### config.mk
export PLATFORM = sky130hd
export DESIGN_NAME = operand_skew_flat
export DESIGN_NICKNAME = d
export VERILOG_FILES = /design/src/systolic_pkg.sv /design/src/mm_ctrl_if.sv /design/src/operand_skew.sv /design/src/flat_wrapper.sv
export SDC_FILE = /design/constraint.sdc
export NUM_CORES = 1
export LEC_CHECK = 0
export ABC_AREA = 1
export BUFFER_PORTS_ARGS = -buffer_cell sky130_fd_sc_hd__buf_2
export CORE_UTILIZATION = 51
export DETAILED_ROUTE_END_ITERATION = 8
export GPL_ROUTABILITY_DRIVEN = 0
export PLACE_DENSITY = 0.89
export SYNTH_ARGS = -nofsm -noshare
export SYNTH_HDL_FRONTEND = slang
export SYNTH_SLANG_ARGS = --single-unit
### constraint.sdc
create_clock -name clk -period 1.5 [get_ports clk]
set_input_delay 0.15 -clock clk [delete_from_list [all_inputs] [get_ports clk]]
set_output_delay 0.15 -clock clk [all_outputs]
set_load 0.02 [all_outputs]
### src/systolic_pkg.sv
package systolic_pkg;

  // element width of A, B and C
  localparam int data_width = 16;

  // array dimension, drain timing is built around it
  localparam int array_size = 4;

  // counter value where done goes high
  localparam int done_count = 4 * array_size + 2;

  // counter value where row 0 is captured
  // later rows follow one count apart
  localparam int latch_base = 11;

  // one matrix element
  typedef logic [data_width-1:0] elem_t;

  // running product sum, twice the element width
  typedef logic [2*data_width-1:0] acc_t;

  // four elements side by side, lane 0 in the low bits
  typedef logic [array_size*data_width-1:0] lane_vec_t;

  // cycle counter of the sequencer
  typedef logic [7:0] count_t;

  // sequencer FSM
  typedef enum logic [1:0] {
    seq_idle,
    seq_run,
    seq_done
  } seq_state_t;

endpackage

### src/mm_ctrl_if.sv
interface mm_ctrl_if;

  // start low or reset
  // zeroes skew registers and accumulators
  logic clear;

  // first counted cycle
  // empties the skew triangle
  logic skew_clear;

  // capture strobe per result row
  // at most one set
  logic [systolic_pkg::array_size-1:0] row_latch;

  // sequencer cycle count
  systolic_pkg::count_t count;

  modport sequencer (
    output clear,
    output skew_clear,
    output row_latch,
    output count
  );

  modport skew (
    input clear,
    input skew_clear
  );

  modport array (
    input clear
  );

  // the drain acts on row_latch alone
  modport drain (
    input row_latch,
    input count
  );

endinterface

### src/operand_skew.sv
module operand_skew (
  input  logic                    clk,
  input  logic                    reset,
  input  systolic_pkg::lane_vec_t slice,
  output systolic_pkg::lane_vec_t skewed,
  mm_ctrl_if.skew                 ctrl
);

  // lane k needs k register stages
  for (genvar k = 0; k < systolic_pkg::array_size; k++) begin : g_lane
    if (k == 0) begin : g_direct
      // lane 0 enters the array undelayed
      assign skewed[0 +: systolic_pkg::data_width] = slice[0 +: systolic_pkg::data_width];
    end else begin : g_delay
      systolic_pkg::elem_t stage [k];

      always_ff @(posedge clk) begin
        if (reset || ctrl.clear || ctrl.skew_clear) begin
          for (int s = 0; s < k; s++) begin
            stage[s] <= '0;
          end
        end else begin
          stage[0] <= slice[k*systolic_pkg::data_width +: systolic_pkg::data_width];
          // shift toward the array edge
          for (int s = 1; s < k; s++) begin
            stage[s] <= stage[s-1];
          end
        end
      end

      assign skewed[k*systolic_pkg::data_width +: systolic_pkg::data_width] = stage[k-1];
    end
  end

  // delayed lanes start empty on the first run cycle
  // lane 0 has no register and follows the memory
  assert property (@(posedge clk) disable iff (reset)
    ctrl.skew_clear |=>
      skewed[$bits(systolic_pkg::lane_vec_t)-1:systolic_pkg::data_width] == '0);

endmodule

### src/flat_wrapper.sv
// flat-port wrapper written by rule: the top's interface ports become plain ports
module operand_skew_flat 
  (clk, reset, slice, skewed, ctrl_clear, ctrl_skew_clear);
  mm_ctrl_if ctrl_i ();
  input  logic clk;
  input  logic reset;
  input  systolic_pkg::lane_vec_t slice;
  output systolic_pkg::lane_vec_t skewed;
  input wire logic [$bits(ctrl_i.clear)-1:0] ctrl_clear;
  input wire logic [$bits(ctrl_i.skew_clear)-1:0] ctrl_skew_clear;
  assign ctrl_i.clear = ctrl_clear;
  assign ctrl_i.skew_clear = ctrl_skew_clear;
  operand_skew u_core (.clk(clk), .reset(reset), .slice(slice), .skewed(skewed), .ctrl(ctrl_i));
endmodule
==> summary by stage <==
Outcome
The run finished with clean final reports.

Finish
The final layout contains approximately 500 nets. The number of inserted diodes is 0. Leaving out fill and tap cells, the most frequent cells in the layout are buf_2 (99), inv_1 (97), dfxtp_1 (96). In the final layout, the share of cells above drive strength 1 is 0.367. The largest registers in the layout are u_core.g_lane.g_delay.stage: 96 flops. The finished cells cover 3900 sq um. The flip-flop count of the largest register after layout is 96. The most common cell after layout, fill and taps aside is buf_2. The largest register by flop count is u_core.g_lane.g_delay.stage. The number of fill cells in the layout is 478. The layout overhead on the synthesized area is 21.9%.

Setup path
Together, buffers and inverters on the worst path number 1. Along the worst path, the maximum fanout reaches 1. STA classifies the critical path endpoint as an output port.

Data on the critical path arrives at its endpoint at 0.86 ns. For the worst setup path, the data required time is roughly 1.4 ns. Walking the worst path, the cells encountered are buf_2. The worst setup path is launched from a flop. The kind of cell adding the most delay to the critical path is flip-flops. The critical path's slowest cell is dfxtp_1. The register-to-register setup slack is roughly 0.94 ns. For this run, the slowest stage of the critical path takes roughly 0.35 ns. The category of the most critical setup path is flop to output port.

Min path
The worst hold path belongs to the class input port to flop.

Clock network
The maximum level of the CTS H-tree is 3. Once the clock tree was built, the setup fixing pass inserted 0 buffers. The post-cts repair resize count is 0. The hold buffer count at cts is 27. Counting the buffers created by CTS gives 9. After clock tree synthesis, the clock-pin slew on the worst setup and hold paths is roughly 0.10 ns. The number of clock sinks is 96. TritonCTS built the clock tree. The root buffer cell chosen for the clock tree is clkbuf_8. At the later pin of the worst-skew pair, clock insertion delay measures ~0.35 ns. The buffer levels on the longest clock path is 2.

STA
The final worst clock skew is 0.00818 ns. The worst hold margin is 0.0149 ns. The worst pin sits at a relative slew slack of 0.766. The setup total negative slack is 0 ns.

The final count of hold timing violations is 0. Setup violations remaining at the end of the flow were counted as 0. The slew at the pin closest to its max-slew limit is approximately 0.35 ns.

In the finished design, the share of the clock period the worst path needs comes to 0.676. Setup repair after global routing left no endpoint under its margin. The setup slack of the critical path after layout is 0.485 ns. Timing would allow up to 986 MHz. The time the final worst path needs with I/O delays and setup is just over 1 ns. The number of max-slew violations in the final report is 0.

Floorplan
Measured along the x axis, the die boundary spans a little over 80 microns. The number of top-level pins is 132. The die covers about 6600 sq um.

The total number of placement rows is 28. The total core area is 5990 sq um. The die height is 81.2 microns. The initial core utilization is 0.533.

Yosys
Summed over all instances, the cell type with the most area after synthesis is dfxtp_1. Counting flops and latches in the post-synthesis netlist gives 96. Yosys attributes the largest share of cell area to dfxtp_1 (60%), inv_1 (11%), buf_4 (11%). When the netlist entered floorplanning its net count stood at 417. The cell count after synthesis is 349. The count of different cell masters after synthesis is 8. The sequential element share of the synthesized area is 0.601. During synthesis, Yosys emitted a total of 0 warnings. The cell area after synthesis is 3200 sq um. The share of synthesized area in the top cell type comes to 0.601.

Dividing the synthesized area by the synthesized cell count gives about 9 sq um.

Power and ir drop
The fraction of power consumed by combinational cells is 0.062. The maximum ir drop on the vdd rail is just under 0.8 mV. The switching portion of total power is 0.240.

The internal power of the cells is 3.36 mW. Of the total power, registers draw 0.587. Summed over all nets, the switching power comes to approximately 1.1 mW. The share of total power dissipated in the clock network is 0.351. The power density over cell area is 1140 nW/um^2. The leakage power is approximately 1.9 nW.

Drt
After detailed routing, the average wire length per cell comes to 10.2 microns. After detailed routing, the number of remaining DRC violations is 0. Once detail routing completed, the nets flagged for antenna violations numbered 0. The wire length after detailed routing is 5.24 mm. The count of routing violations after the opening detailed-route iteration is 68. In the routed layout, each cell is associated on average with a via count of 3.91. For this run, the detailed router's first-pass iteration total came to 4. The routed via count is 2015.

Global route
After global routing the overflow that remains totals 0. Across every metal layer, demand over resource in global routing totals 0.166. The maximum number of pins on one net before global-route repair is 27.

The via count of the first global-routing pass is 1975. The first-pass GRT wire length is 8.00 mm. The number of antenna violations at the first check in global routing was 0.

Place
The standard cell area after detailed placement is 3420 sq um. The final HPWL from detailed placement is 3.26 mm. The count of buffers added on input and output ports is just under 100. Prior to clock tree synthesis, the placed netlist has a worst setup slack of 0.392 ns.

Run
The number of max-cap violations is 0.
-- metal layers --
| metal | GRT usage | part of all wire | vias to the layer above |
|---|---|---|---|
| met5 | 0 | 0 | - |
| met4 | 0.141 | 0.037 | 0 |
| met3 | 0.0517 | 0.054 | 22 |
| met2 | 0.284 | 0.52 | 76 |
| met1 | 0.162 | 0.39 | 844 |
| li1 | - | - | 1073 |
-- per-stage QoR --
| step | total power, mW | utilization | std cells |
|---|---|---|---|
| global route | 4.62 | 0.650 | 516 |
| global placement | 2.86 | 0.571 | 471 |
| CTS | 4.46 | 0.647 | 514 |
| finish | 4.42 | 0.650 | 516 |
| detailed placement | 2.87 | 0.571 | 471 |
| floorplan | 2.83 | - | 349 |
-- path summary, 6_finish.rpt --
path	from	to	depth (start not counted)
worst max-delay path	u_core.g_lane[2].g_delay.stage[0][31]$_SDFF_PP0_	skewed[47]	1
worst min-delay path	slice[19]	u_core.g_lane[1].g_delay.stage[0][3]$_SDFF_PP0_	3
worst max register to register	u_core.g_lane[3].g_delay.stage[0][3]$_SDFF_PP0_	u_core.g_lane[3].g_delay.stage[0][19]$_SDFF_PP0_	2
worst min register to register	u_core.g_lane[2].g_delay.stage[0][7]$_SDFF_PP0_	u_core.g_lane[2].g_delay.stage[0][23]$_SDFF_PP0_	2
-- cells in the mapped netlist --
library cell / count
nor2_1: 57
buf_6: 5
nor2_2: 40
inv_1: 97
buf_4: 48
dfxtp_1: 96
nand2_1: 1
buf_2: 5
-- layout make-up --
class / instances / area, sq um / area share
clock buffer: 9 / 124 / 0.0318
timing repair buffer: 134 / 856 / 0.220
multi-input combinational: 98 / 475 / 0.122
sequential: 96 / 1920 / 0.493
inverter: 97 / 364 / 0.0934
clock inverter: 7 / 61.3 / 0.0157
tap: 75 / 93.8 / 0.0241
-- worst register-to-register path, delay by kind of cell (launching register included) --
kind,cells,cell delay (ns)
DFF,1,0.35
buffers and inverters,1,0.05
and+or+nand+nor,1,0.10
-- cell families (layout without fill, tap and decap cells) --
logic type,count (synthesis),after routing,share of synthesized area
AND/OR/NAND/NOR,98,98,0.146
flip-flops,96,96,0.601
buffers and inverters,155,247,0.252
-- power groups by stage --
stage               Clock (mW)  Sequential (mW)  Combinational (mW)
floorplan                    0             2.67               0.166
global placement             0             2.65               0.205
detailed placement           0             2.66               0.210
CTS                       1.60             2.60               0.265
global route              1.72             2.60               0.300
finish                    1.55             2.60               0.272
Power figures use the tool's default switching activity.
