[config.mk]
export PLATFORM = sky130hd
export DESIGN_NAME = mm_sequencer_flat
export DESIGN_NICKNAME = d
export VERILOG_FILES = /design/src/systolic_pkg.sv /design/src/mm_ctrl_if.sv /design/src/mm_sequencer.sv /design/src/flat_wrapper.sv
export SDC_FILE = /design/constraint.sdc
export NUM_CORES = 1
export LEC_CHECK = 0
export ABC_CLOCK_PERIOD_IN_PS = 2000
export BUFFER_PORTS_ARGS = -buffer_cell sky130_fd_sc_hd__buf_4
export CAP_MARGIN = 10
export CORE_ASPECT_RATIO = 1.25
export CORE_MARGIN = 4
export CORE_UTILIZATION = 51
export CTS_BUF_LIST = sky130_fd_sc_hd__clkbuf_8
export CTS_CLUSTER_DIAMETER = 60
export DETAILED_ROUTE_END_ITERATION = 10
export GPL_TIMING_DRIVEN = 0
export PLACE_DENSITY = 0.85
export REMOVE_ABC_BUFFERS = 1
export SLEW_MARGIN = 15
export SYNTH_ARGS = -nofsm -noshare
export SYNTH_HDL_FRONTEND = slang
export SYNTH_SLANG_ARGS = --single-unit
[constraint.sdc]
create_clock -name clk -period 2 [get_ports clk]
set_input_delay 0.2 -clock clk [delete_from_list [all_inputs] [get_ports clk]]
set_output_delay 0.2 -clock clk [all_outputs]
set_load 0.1 [all_outputs]
[src/systolic_pkg.sv]
package systolic_pkg;

  // element width of A, B and C
  localparam int data_width = 16;

  // array dimension, drain timing is built around it
  localparam int array_size = 4;

  // counter value where done goes high
  localparam int done_count = 4 * array_size + 2;

  // counter value where row 0 is captured
  // later rows follow one count apart
  localparam int latch_base = 11;

  // one matrix element
  typedef logic [data_width-1:0] elem_t;

  // running product sum, twice the element width
  typedef logic [2*data_width-1:0] acc_t;

  // four elements side by side, lane 0 in the low bits
  typedef logic [array_size*data_width-1:0] lane_vec_t;

  // cycle counter of the sequencer
  typedef logic [7:0] count_t;

  // sequencer FSM
  typedef enum logic [1:0] {
    seq_idle,
    seq_run,
    seq_done
  } seq_state_t;

endpackage

[src/mm_ctrl_if.sv]
interface mm_ctrl_if;

  // start low or reset
  // zeroes skew registers and accumulators
  logic clear;

  // first counted cycle
  // empties the skew triangle
  logic skew_clear;

  // capture strobe per result row
  // at most one set
  logic [systolic_pkg::array_size-1:0] row_latch;

  // sequencer cycle count
  systolic_pkg::count_t count;

  modport sequencer (
    output clear,
    output skew_clear,
    output row_latch,
    output count
  );

  modport skew (
    input clear,
    input skew_clear
  );

  modport array (
    input clear
  );

  // the drain acts on row_latch alone
  modport drain (
    input row_latch,
    input count
  );

endinterface

[src/mm_sequencer.sv]
module mm_sequencer #(
  parameter int addr_width = 7
) (
  input  logic                  clk,
  input  logic                  reset,
  input  logic                  start,
  output logic                  done,
  output logic [addr_width-1:0] a_addr,
  output logic [addr_width-1:0] b_addr,
  mm_ctrl_if.sequencer          ctrl
);

  systolic_pkg::seq_state_t state;
  systolic_pkg::count_t     count;
  logic [addr_width-1:0]    op_addr;
  logic                     at_done_count;
  logic                     addr_step;

  assign at_done_count = (count == systolic_pkg::count_t'(systolic_pkg::done_count));

  // one slice per cycle during the first array_size counts
  assign addr_step = (state == systolic_pkg::seq_run) &&
                     (count < systolic_pkg::count_t'(systolic_pkg::array_size));

  // start low drops the block back to idle from any state
  always_ff @(posedge clk) begin
    if (reset || !start) begin
      state <= systolic_pkg::seq_idle;
    end else begin
      case (state)
        systolic_pkg::seq_idle: state <= systolic_pkg::seq_run;
        systolic_pkg::seq_run: begin
          if (at_done_count) begin
            state <= systolic_pkg::seq_done;
          end
        end
        default: state <= systolic_pkg::seq_done;
      endcase
    end
  end

  // counts only in run, parks at done_count
  always_ff @(posedge clk) begin
    if (reset || !start) begin
      count <= '0;
    end else if (state == systolic_pkg::seq_run && !at_done_count) begin
      count <= count + 1'b1;
    end
  end

  // ack side of the four-phase handshake
  always_ff @(posedge clk) begin
    if (reset || !start) begin
      done <= 1'b0;
    end else if (state == systolic_pkg::seq_run && at_done_count) begin
      done <= 1'b1;
    end
  end

  // parked at all ones, wraps to 0 on the first step
  always_ff @(posedge clk) begin
    if (reset || !start) begin
      op_addr <= '1;
    end else if (addr_step) begin
      op_addr <= op_addr + 1'b1;
    end else begin
      op_addr <= '1;
    end
  end

  // no tiling offset, so A and B walk the same addresses
  assign a_addr = op_addr;
  assign b_addr = op_addr;

  assign ctrl.clear      = reset || !start;
  assign ctrl.skew_clear = (state == systolic_pkg::seq_run) && (count == '0);
  assign ctrl.count      = count;

  // row r captured at latch_base + r
  always_comb begin
    for (int r = 0; r < systolic_pkg::array_size; r++) begin
      ctrl.row_latch[r] = (state == systolic_pkg::seq_run) &&
                          (count == systolic_pkg::count_t'(systolic_pkg::latch_base + r));
    end
  end

  // done may lag start by one edge only
  assert property (@(posedge clk) disable iff (reset)
    (!start && !$past(start)) |-> !done);

endmodule

[src/flat_wrapper.sv]
// flat-port wrapper written by rule: the top's interface ports become plain ports
module mm_sequencer_flat 
#(
  parameter int addr_width = 7
)
  (clk, reset, start, done, a_addr, b_addr, ctrl_clear, ctrl_skew_clear, ctrl_row_latch, ctrl_count);
  mm_ctrl_if ctrl_i ();
  input  logic clk;
  input  logic reset;
  input  logic start;
  output logic done;
  output logic [addr_width-1:0] a_addr;
  output logic [addr_width-1:0] b_addr;
  output wire logic [$bits(ctrl_i.clear)-1:0] ctrl_clear;
  output wire logic [$bits(ctrl_i.skew_clear)-1:0] ctrl_skew_clear;
  output wire logic [$bits(ctrl_i.row_latch)-1:0] ctrl_row_latch;
  output wire logic [$bits(ctrl_i.count)-1:0] ctrl_count;
  assign ctrl_clear = ctrl_i.clear;
  assign ctrl_skew_clear = ctrl_i.skew_clear;
  assign ctrl_row_latch = ctrl_i.row_latch;
  assign ctrl_count = ctrl_i.count;
  mm_sequencer #(.addr_width(addr_width)) u_core (.clk(clk), .reset(reset), .start(start), .done(done), .a_addr(a_addr), .b_addr(b_addr), .ctrl(ctrl_i));
endmodule
==> results by group <==
Floorplan
  • DIE WIDTH: 46.55 microns
  • Core area: 1765 sq um
  • Die ar.: 2615 sq um
  • Initial Utilization: 53.65%
  • IO Pins: 32
  • Floorplan row count: 17
  • Die Ht: 56.18 microns

Layout
  • # fillers: 136
  • Final Cell Area: 1262 sq um
  • Layout cells sized above 1: 34.35%
  • Ant diodes: 0
  • Fin nets: 140
  • Synth-to-Final Area Change: 33.29%
  • Fin util: 71.51%
  • Fin cells: 150

Timing
  • Min Hold Slack: 0.2778 ns
  • Clock Skews: 0.001994 ns
  • Hold Vio Cnt, Final: 0
  • Minimum clock period: 1.908 ns
  • Fin. max-slew vios: 0
  • Slew @ Worst Pin: 0.4381 ns
  • RSZ-0062 raised after global routing: false
  • Final setup fails: 0
  • Final WS setup: 0.09182 ns
  • Slew Limit Headroom: 70.57%
  • Final period util: 95.41%
  • Max Freq: 524.1 MHz
  • TNS Setup: 0 ns

Worst setup path
  • CP Data Required Time: 1.80 ns
  • CP endpoint: ctrl_row_latch[0]
  • CP endpoint kind: output port
  • Setup slack, reg-to-reg: 0.32 ns
  • FF-to-FF path depth: 5
  • Reg2reg start: u_core.ctrl.count[0]$_SDFFE_PP0P_
  • Setup CP Type: reg2out
  • Reg2Reg Capture Point: u_core.ctrl.count[1]$_SDFFE_PP0P_
  • Worst Path Arrival: 1.71 ns
  • CP Launch Point: u_core.ctrl.count[7]$_SDFFE_PP0P_
  • Crit Path Max Fanout: 5
  • Critical Path Start Type: flip-flop

Clock tree
  • # hold bufs at CTS: 0
  • Clock tree root driver cell: clkbuf_8
  • Sink Count: 18
  • CTS buffer count: 3
  • Skew-Pair Late Insertion Delay: 0.26 ns
  • Clock Path Buffers: 2
  • Htree depth: 1
  • Clock transition at path regs: 0.07 ns
  • CTS tree: done
  • Postcts setup bufs: 0

Synth
  • Number of synthesized flops with an enable pin: 0
  • Synth warn: 0
  • Synth area leaders: dfxtp_1 38%, ha_1 6.6%, buf_4 5.5%
  • Avg Cell Area, Syn: 9.107 sq um
  • Largest area contributor in the netlist: dfxtp_1
  • Synthesized cell area: 947.2 sq um
  • Seq/Total Area, Yosys: 38.04%
  • Fraction of registers with async set/reset: 0%
  • Post-Synthesis Cells: 104
  • Share of the synthesized area in the top cell type: 38.04%
  • Yosys cell types: 33
  • Most common cell in the netlist: dfxtp_1
  • Top cells by count, synth: 18 x dfxtp_1, 12 x nand2_1, 7 x a21oi_1, 7 x buf_4, 7 x nand3_1
  • Post-synth top flop: dfxtp_1
  • Synthesized flop and latch total: 18

Route
  • Initial DRC Count: 19
  • WL final: 2.224 mm
  • Wire length per cell: 14.83 microns
  • First drt pass iteration count: 4
  • # DRC: 0
  • DRT antenna net count: 0
  • Vias per cell: 5.713
  • Vias: 857

Global route
  • Most used routing layer: met2
  • Total track usage: 18.54%
  • First-pass GRT wire length: 3.622 mm
  • Initial antenna violation count: 0
  • Vias in the first global route: 816
  • GRT overflow: 0
  • Met3 usage: 2.913%
  • GR Layer Usage met1: 23.14%
  • Largest net degree at the start of global routing: 12
  • Grt met2 use: 28.15%

Pwr
  • Peak VDD IR: 0.0004335 V
  • Leak: 0.5168 nW
  • Pwr Total: 0.8140 mW
  • Pwr per Cell Area: 644.7 nW/um^2

Placed design
  • Routability cong.: 0.7592
  • Port buffer count: 31
  • Placed cells: 146
  • DP Worst Slack: 0.1797 ns
  • Placed inst area: 1140 sq um
  • HPWL Detailed: 1.616 mm

Job
  • MaxCap Viol Count: 0

Status
  • Status: finished, final reports clean

Worst hold path
  • Cell depth of the worst hold path: 4
  • Hold crit path type: in2reg
flip-flops by register name, indices dropped and copies added, names as in the netlist:
signal	count
u_core.done	1
u_core.a_addr	7
u_core.ctrl.count	8
u_core.state	2
cell type report:
| type | instances | area, sq um | area share [%] |
|---|---|---|---|
| well taps | 19 | 23.77 | 1.883 |
| clock buffers | 4 | 55.05 | 4.361 |
| multi-input cells | 73 | 534.3 | 42.32 |
| inverters | 5 | 18.77 | 1.487 |
| flip-flops and latches | 18 | 360.3 | 28.54 |
| repair buffers | 31 | 270.3 | 21.41 |
layout by cell type (no fill, tap or decap):
cell	netlist	routed
o31ai_1	2	2
or4_1	2	2
a41oi_1	1	1
a31oi_1	1	1
inv_1	4	4
a21oi_1	7	7
nand4b_2	1	1
clkbuf_8	0	4
and4b_1	1	1
dfxtp_1	18	18
nor2_1	3	3
nand3_1	7	7
xor2_1	2	2
clkinv_1	1	1
and4_4	0	1
or4b_4	1	1
or3_4	0	1
buf_4	7	28
nor4_2	0	1
buf_12	0	3
ha_1	5	5
and4_1	2	1
o21ai_0	5	5
nor3_2	0	1
nor4_4	1	1
nand2_1	12	12
mux2i_1	2	2
xnor2_1	1	1
nand2b_2	1	1
or3_1	6	5
nor2b_1	1	1
a211o_1	1	1
nand3b_1	2	2
and4bb_4	1	1
nor3_4	0	1
and2_1	1	1
nand2b_1	1	1
cells by family after synthesis:
family / count (synthesis) / synth area share, %
multiplexers: 2 / 2.114
buffers and inverters: 13 / 8.718
AND/OR/NAND/NOR: 46 / 31.31
XOR/XNOR: 3 / 2.775
adder cells (fa/ha/maj): 5 / 6.605
flip-flops: 18 / 38.05
AO/OA/AOI/OAI: 17 / 10.44
critical path, stage by stage (launching register included):
cell     delay (ns)
dfxtp_1        0.37
or3_4          0.43
nor3_2         0.17
and4b_1        0.29
buf_12         0.19
worst min path at each step:
stage | from | slack, ns | endpoint
3_3_place_gp | u_core.a_addr[0]$_SDFF_PP1_ | 0.42 | u_core.a_addr[0]$_SDFF_PP1_
2_1_floorplan | reset | 0.42 | u_core.a_addr[2]$_SDFF_PP1_
3_5_place_dp | u_core.a_addr[0]$_SDFF_PP1_ | 0.42 | u_core.a_addr[0]$_SDFF_PP1_
6_report | reset | 0.28 | u_core.a_addr[4]$_SDFF_PP1_
5_1_grt | reset | 0.28 | u_core.a_addr[4]$_SDFF_PP1_
4_1_cts | reset | 0.27 | u_core.a_addr[4]$_SDFF_PP1_
routing by layer:
metal | routed length, microns | part of all wire (%)
met2 | 1034 | 46
met3 | 206 | 9.3
met1 | 929 | 42
met5 | 0 | 0
met4 | 53 | 2.4
power breakdown:
part	total [mW]	switching, mW	internal [mW]
clock	0.299	0.124	0.175
sequential	0.373	0.00883	0.364
combinational	0.141	0.110	0.0312
total	0.814	0.243	0.571
timing repair:
action	in CTS	in global routing
resized for setup	3	12
pin swaps	0	2
setup endpoints to repair	4	4
No activity file was read; power rests on OpenSTA's default activity.
