[src/systolic_pkg.sv]
package systolic_pkg;

  // element width of A, B and C
  localparam int data_width = 16;

  // array dimension, drain timing is built around it
  localparam int array_size = 4;

  // counter value where done goes high
  localparam int done_count = 4 * array_size + 2;

  // counter value where row 0 is captured
  // later rows follow one count apart
  localparam int latch_base = 11;

  // one matrix element
  typedef logic [data_width-1:0] elem_t;

  // running product sum, twice the element width
  typedef logic [2*data_width-1:0] acc_t;

  // four elements side by side, lane 0 in the low bits
  typedef logic [array_size*data_width-1:0] lane_vec_t;

  // cycle counter of the sequencer
  typedef logic [7:0] count_t;

  // sequencer FSM
  typedef enum logic [1:0] {
    seq_idle,
    seq_run,
    seq_done
  } seq_state_t;

endpackage

[src/mm_ctrl_if.sv]
interface mm_ctrl_if;

  // start low or reset
  // zeroes skew registers and accumulators
  logic clear;

  // first counted cycle
  // empties the skew triangle
  logic skew_clear;

  // capture strobe per result row
  // at most one set
  logic [systolic_pkg::array_size-1:0] row_latch;

  // sequencer cycle count
  systolic_pkg::count_t count;

  modport sequencer (
    output clear,
    output skew_clear,
    output row_latch,
    output count
  );

  modport skew (
    input clear,
    input skew_clear
  );

  modport array (
    input clear
  );

  // the drain acts on row_latch alone
  modport drain (
    input row_latch,
    input count
  );

endinterface

[src/result_drain.sv]
module result_drain (
  input  logic                                                clk,
  input  logic                                                reset,
  input  systolic_pkg::lane_vec_t [systolic_pkg::array_size-1:0] results,
  output systolic_pkg::lane_vec_t                             c_data,
  mm_ctrl_if.drain                                            ctrl
);

  // one shift register per result row
  systolic_pkg::lane_vec_t [systolic_pkg::array_size-1:0] shift_q;

  // load on the row strobe, otherwise move one element toward lane output
  always_ff @(posedge clk) begin
    for (int r = 0; r < systolic_pkg::array_size; r++) begin
      if (reset) begin
        shift_q[r] <= '0;
      end else if (ctrl.row_latch[r]) begin
        shift_q[r] <= results[r];
      end else begin
        // zeros fill in behind the last element
        shift_q[r] <= shift_q[r] >> systolic_pkg::data_width;
      end
    end
  end

  // lane r shows the head of row r
  always_comb begin
    for (int r = 0; r < systolic_pkg::array_size; r++) begin
      c_data[r*systolic_pkg::data_width +: systolic_pkg::data_width] =
        shift_q[r][systolic_pkg::data_width-1:0];
    end
  end

  // rows never capture together
  assert property (@(posedge clk) disable iff (reset)
    $onehot0(ctrl.row_latch));

endmodule

[src/flat_wrapper.sv]
// flat-port wrapper written by rule: the top's interface ports become plain ports
module result_drain_flat 
  (clk, reset, results, c_data, ctrl_row_latch, ctrl_count);
  mm_ctrl_if ctrl_i ();
  input  logic clk;
  input  logic reset;
  input  systolic_pkg::lane_vec_t [systolic_pkg::array_size-1:0] results;
  output systolic_pkg::lane_vec_t c_data;
  input wire logic [$bits(ctrl_i.row_latch)-1:0] ctrl_row_latch;
  input wire logic [$bits(ctrl_i.count)-1:0] ctrl_count;
  assign ctrl_i.row_latch = ctrl_row_latch;
  assign ctrl_i.count = ctrl_count;
  result_drain u_core (.clk(clk), .reset(reset), .results(results), .c_data(c_data), .ctrl(ctrl_i));
endmodule
[config.mk]
export PLATFORM = sky130hd
export DESIGN_NAME = result_drain_flat
export DESIGN_NICKNAME = d
export VERILOG_FILES = /design/src/systolic_pkg.sv /design/src/mm_ctrl_if.sv /design/src/result_drain.sv /design/src/flat_wrapper.sv
export SDC_FILE = /design/constraint.sdc
export NUM_CORES = 1
export LEC_CHECK = 0
export ABC_AREA = 1
export BUFFER_PORTS_ARGS = -buffer_cell sky130_fd_sc_hd__buf_2
export CORE_MARGIN = 8
export CORE_UTILIZATION = 46
export CTS_CLUSTER_DIAMETER = 150
export DETAILED_ROUTE_END_ITERATION = 7
export MAX_ROUTING_LAYER = met4
export PLACE_DENSITY = 0.77
export SLEW_MARGIN = 20
export SYNTH_ARGS = -nofsm -noshare
export SYNTH_HDL_FRONTEND = slang
export SYNTH_SLANG_ARGS = --single-unit
[constraint.sdc]
create_clock -name clk -period 0.8 [get_ports clk]
set_input_delay 0.04 -clock clk [delete_from_list [all_inputs] [get_ports clk]]
set_output_delay 0.04 -clock clk [all_outputs]
set_load 0.005 [all_outputs]
==> out/metrics.yaml, run 1 <==
hold_viol_final: 0
syn-instance-count: 1482
worst-path-buf-inv: 1
grt_max_degree: 76
rsz0062_at_grt: "true"
gr-total-overflow: 0
path_cells: "buf_6"
critPathMaxFanout: 1
num_vias: 10600
violations: "negative setup slack"
ys_warn_count: 0
grt_pass1_wl_um: 53700
syn-cell-area_mm2: 0.0101
gp_congestion: 0.812
end_kind: "primary output"
setup-violations-final: 64
cts_buffers: 27
fmaxAchievable_ghz: 0.987
final_nets: 2273
synth.avg_cell_area_um2: 6.82
fin_setup_tns_ns: -11.59
first_global_vias: 11100
die_x_um: 164
vdd_drop_max_uv: 1650
clock_path_buffers: 3
root_buffer: "clkbuf_16"
drtPass1Iterations: 7
crit_path_end: "c_data[62]"
critical_path_arrival_ns: 0.97
cp.depth: 1
crit_type: "reg -> out"
dp_hpwl_um: 17100
worstRegToRegCells: 2
drc: 0
rows: 54
skew_ns: 0.00989
ys_seq_area_share_pct: 50.7
rr_endpoint: "u_core.shift_q[24]$_SDFF_PP0_"
cts_tree: "yes"
syn_nets: 1752
rrSetupSlack_ns: 0.16
wl_per_cell_um: 15.5
final_core_util_pct: 71.2
grt_antenna_before_repair: 6
cp-start-kind: "register"
drive_gt1_share_pct: 22.3
avgViaCountPerCell: 4.61
drt-total-wl_um: 35900
drtIter0Drc: 871
drv_slew: 0
synth-seq-cells: 256
cpPeakStageDelay_ns: 0.35
postRouteAntennaNets: 0
worst_pin_slew_ns: 0.258
io_buffers: 325
min_period_ns: 1.01
period_share_pct: 127
maxSlewHeadroom_pct: 82.8
cts.htree.levels: 1
startpoint: "u_core.c_data[62]$_SDFF_PP0_"
cap_violations: 0
io_pins: 334
slowest_stage: "dfxtp_2"
grtUsageTotal_pct: 25.3
critPathRequiredTime_ns: 0.76
synth_cell_types: 8
hp-class: "in -> reg"
r2r_start: "u_core.shift_q[40]$_SDFF_PP0_"
syn_to_final_growth_pct: 52.9
clock_latency_ns: 0.52
cts.clk_slew.worst_paths_ns: 0.07
power_density_mw_per_mm2: 1970
setup_ws_ns: -0.213
dieArea_mm2: 0.0270
crit_family: "flip-flops"
initial_core_util_pct: 46.6
post-cts-setup-buffer-count: 0
clock-sinks: 256
status: "finished, violations left"
core_area_mm2: 0.0217
p_leak_uw: 0.00858
die_h_um: 164
-- power breakdown --
| group | switching, µW | leakage [µW] | internal, µW |
|---|---|---|---|
| combinational | 2130 | 0.00601 | 2380 |
| sequential | 257 | 0.00213 | 13500 |
| clock | 5060 | 0.000432 | 7110 |
| total | 7450 | 0.00858 | 23000 |
-- registers in the layout, indices dropped and copies added (netlist names) --
signal / count
u_core.shift_q: 192
u_core.c_data: 64
-- cell usage after synthesis --
| master | number | area, µm² |
|---|---|---|
| inv_2 | 1 | 3.75 |
| dfxtp_1 | 256 | 5120 |
| inv_1 | 256 | 961 |
| buf_2 | 46 | 230 |
| nor2_1 | 448 | 1680 |
| nand2_1 | 388 | 1460 |
| clkbuf_1 | 1 | 3.75 |
| buf_4 | 86 | 646 |
-- stage by stage --
stage,hold WS (ns),cell area [µm²],setup WS [ns],total power [µW],instances
after floorplan,0.152,10100,0.0760,16000,1482
after detailed placement,0.257,11600,-0.0805,17000,1991
after CTS,0.0188,15100,-0.232,30100,2299
after global routing,0.0503,15400,-0.239,31800,2309
after global placement,0.255,11600,-0.0808,17000,1991
final,0.0534,15500,-0.213,30500,2311
-- cell type report --
cell class                      count  area [µm²]
Antenna cell                        8        20.0
Sequential cell                   256        5170
Tap cell                          280         350
Multi-Input combinational cell    836        3150
Clock inverter                      9        52.6
Inverter                          257         970
Fill cell                        1454        6240
Timing Repair Buffer              625        4920
Clock buffer                       40         825
-- cells in the final DEF (no fill, tap or decap), drive strengths merged --
| master | instances |
|---|---|
| diode | 8 |
| inv | 257 |
| nand2 | 388 |
| buf | 363 |
| nor2 | 448 |
| dlygate4sd3 | 259 |
| clkinv | 6 |
| dfxtp | 256 |
| clkbuf | 43 |
| clkinvlp | 3 |
-- worst min path at each step --
| stage | start | to | slack (ns) | cells after the start |
|---|---|---|---|---|
| 6_report | ctrl_row_latch[0] | u_core.shift_q[21]$_SDFF_PP0_ | 0.05 | 4 |
| 2_1_floorplan | results[112] | u_core.shift_q[112]$_SDFF_PP0_ | 0.15 | 2 |
| 4_1_cts | ctrl_row_latch[3] | u_core.c_data[48]$_SDFF_PP0_ | 0.02 | 4 |
| 3_5_place_dp | results[250] | u_core.shift_q[250]$_SDFF_PP0_ | 0.26 | 3 |
| 3_3_place_gp | results[124] | u_core.shift_q[124]$_SDFF_PP0_ | 0.26 | 3 |
| 5_1_grt | ctrl_row_latch[3] | u_core.c_data[52]$_SDFF_PP0_ | 0.05 | 4 |
-- kinds of logic (layout without fill, tap and decap cells) --
logic type / after synthesis / after routing / synth area share [%]
other: 0 / 8 / 0
flip-flops: 256 / 256 / 50.7
AND/OR/NAND/NOR: 836 / 836 / 31.0
buffers and inverters: 390 / 931 / 18.2
-- routing by layer --
layer	wire, µm	global-route usage (%)	up-vias
met4	2340	17.0	0
met2	18600	45.5	552
met5	0	-	-
met3	2440	5.06	187
li1	-	-	5134
met1	12500	24.4	4774
-- timing repair --
action / 4_1_cts / 5_1_grt
resized for setup: 14 / 59
hold buffers: 259 / 0
endpoints found under the hold margin: 256 / 0
gates cloned: 0 / 4
setup endpoints to repair: 64 / 119
Power figures use the tool's default switching activity.
==> run 2, diff against run 1 <==
--- a/config.mk
+++ b/config.mk
@@ -11,6 +11,7 @@
 export CORE_UTILIZATION = 46
 export CTS_CLUSTER_DIAMETER = 150
 export DETAILED_ROUTE_END_ITERATION = 7
+export GPL_TIMING_DRIVEN = 0
 export MAX_ROUTING_LAYER = met4
 export PLACE_DENSITY = 0.77
 export SLEW_MARGIN = 20
==> run 2 against run 1 <==
The flow finishes with violations (negative hold slack, negative setup slack). Sequential power about the same. Setup slack improved by 0.0043 ns. Sequential share of layout area about the same. Sequential cell count unchanged. Global-route usage grew 0.73 points. Design area grew 0.58%. Critical endpoint is now c_data[63]. Largest cell class unchanged.
==> out/metrics.yaml, run 2 (synthesis results as in run 1) <==
status: "finished, violations left"
violations: "negative hold slack, negative setup slack"
dp_hpwl_um: 20200
avgViaCountPerCell: 4.56
p_int_uw: 23200
die_h_um: 164
cpPeakStageDelay_ns: 0.35
skew_ns: 0.00805
top_usage_layer: "met2"
cp-start-kind: "register"
hp-start: "ctrl_row_latch[1]"
clock-sinks: 256
postRouteAntennaNets: 0
grt_max_degree: 16
slowest_stage: "dfxtp_2"
drive_gt1_share_pct: 24.5
drtIter0Drc: 804
gr-total-overflow: 0
drc: 0
worst-path-buf-inv: 1
vdd_drop_max_uv: 1440
cts_tree: "yes"
largest_register_ffs: 192
crit_type: "reg -> out"
r2r_start: "u_core.shift_q[30]$_SDFF_PP0_"
seqPwrFrac_pct: 45.2
pre_cts_slack_ns: -0.391
setup-violations-final: 64
first_global_vias: 11200
io_pins: 334
cts.clk_slew.worst_paths_ns: 0.06
final_nets: 2293
initial_core_util_pct: 46.6
period_share_pct: 126
globalRouteMet3Util_pct: 4.94
p_switching_uw: 7400
final_core_util_pct: 71.7
wl_per_cell_um: 15.2
core_area_mm2: 0.0217
rows: 54
path_cells: "buf_6"
hp-class: "in -> reg"
io_buffers: 321
worstRegToRegCells: 2
met1_usage_pct: 25.5
maxSlewHeadroom_pct: 75.0
clock_latency_ns: 0.52
p_clk_share_pct: 40.1
cts_hold_buf: 256
combPwrFrac_pct: 14.7
rsz0062_at_grt: "true"
min_period_ns: 1.01
p_leak_uw: 0.00862
grtUsageTotal_pct: 26.1
syn_to_final_growth_pct: 53.8
grt_antenna_before_repair: 11
use_met2_pct: 46.4
root_buffer: "clkbuf_16"
clock_path_buffers: 3
rr_endpoint: "u_core.c_data[14]$_SDFF_PP0_"
num_vias: 10700
end_kind: "primary output"
layout_common_cells: "448 x nor2_1, 387 x nand2_1, 303 x buf_2"
die_x_um: 164
cts.htree.levels: 1
critPathMaxFanout: 1
critPathRequiredTime_ns: 0.76
drt-total-wl_um: 35400
dieArea_mm2: 0.0270
crit_family: "flip-flops"
gp_congestion: 0.868
regMostFlops: "u_core.shift_q"
hold_viol_final: 18
power_density_mw_per_mm2: 1970
worst_pin_slew_ns: 0.376
cts_buffers: 26
switching_share_pct: 24.2
rrSetupSlack_ns: 0.09
hold_end: "u_core.shift_q[127]$_SDFF_PP0_"
drv_slew: 0
setup_ws_ns: -0.209
drtPass1Iterations: 5
holdWs_ns: -0.0478
grt_pass1_wl_um: 54700
critical_path_arrival_ns: 0.97
fmaxAchievable_ghz: 0.991
holdPathStages: 3
fillers: 1414
final_common_cell: "nor2_1"
cap_violations: 0
[run 2: cell types whose count changed in the layout (fill, tap and decap cells not counted), sizes merged]
cell,previous run,this run
diode,8,13
bufinv,0,2
clkinvlp,3,2
clkinv,6,9
inv,257,258
dlygate4sd3,259,256
buf,363,389
clkbuf,43,35
[run 2: how the worst max path moves through the flow]
| stage | from | to | slack, ns | cells past startpoint |
|---|---|---|---|---|
| 5_1_grt | u_core.c_data[63]$_SDFF_PP0_ | c_data[63] | -0.24 | 1 |
| 3_5_place_dp | reset | u_core.c_data[1]$_SDFF_PP0_ | -0.39 | 6 |
| 3_3_place_gp | reset | u_core.c_data[1]$_SDFF_PP0_ | -0.38 | 6 |
| 6_report | u_core.c_data[63]$_SDFF_PP0_ | c_data[63] | -0.21 | 1 |
| 2_1_floorplan | ctrl_row_latch[0] | u_core.c_data[10]$_SDFF_PP0_ | 0.08 | 5 |
| 4_1_cts | u_core.c_data[63]$_SDFF_PP0_ | c_data[63] | -0.22 | 1 |
[run 2: routing by layer]
| layer | vias up | share of wire (%) |
|---|---|---|
| met5 | - | 0 |
| met4 | 0 | 6.5 |
| met3 | 186 | 7.3 |
| met2 | 548 | 51 |
| met1 | 4728 | 35 |
| li1 | 5188 | - |
[run 2: metrics by stage]
stage	area [µm²]	setup TNS, ns	power, µW	cells
floorplan	10100	0	16000	1482
global placement	12100	-58.52	17300	2083
detailed placement	12100	-63.13	17300	2083
CTS	15500	-13.07	30500	2323
global route	15500	-13.63	31900	2334
finish	15500	-11.77	30700	2336
[run 2: power groups by stage]
stage / clock (µW) / combinational (µW) / sequential (µW)
2_1_floorplan: 0 / 2030 / 13900
3_3_place_gp: 0 / 3270 / 14000
3_5_place_dp: 0 / 3330 / 14000
4_1_cts: 12400 / 4280 / 13800
5_1_grt: 13000 / 4960 / 13900
6_report: 12300 / 4520 / 13800
[run 2: timing repair]
item                                    in CTS  in global routing
gates resized for setup                    110                 21
endpoints found under the setup margin      64                 65
setup buffers                                0                  0
pin swaps                                    0                  0
endpoints found under the hold margin      256                  6
[run 2: cell type report]
cell class,count,area (µm²),area share [%]
clock inverters,14,129,0.829
diodes,13,32.5,0.209
flip-flops and latches,256,5200,33.5
repair buffers,577,4570,29.4
clock buffers,34,752,4.84
inverters,257,965,6.21
well taps,280,350,2.25
plain buffers,69,399,2.57
multi-input cells,836,3140,20.2
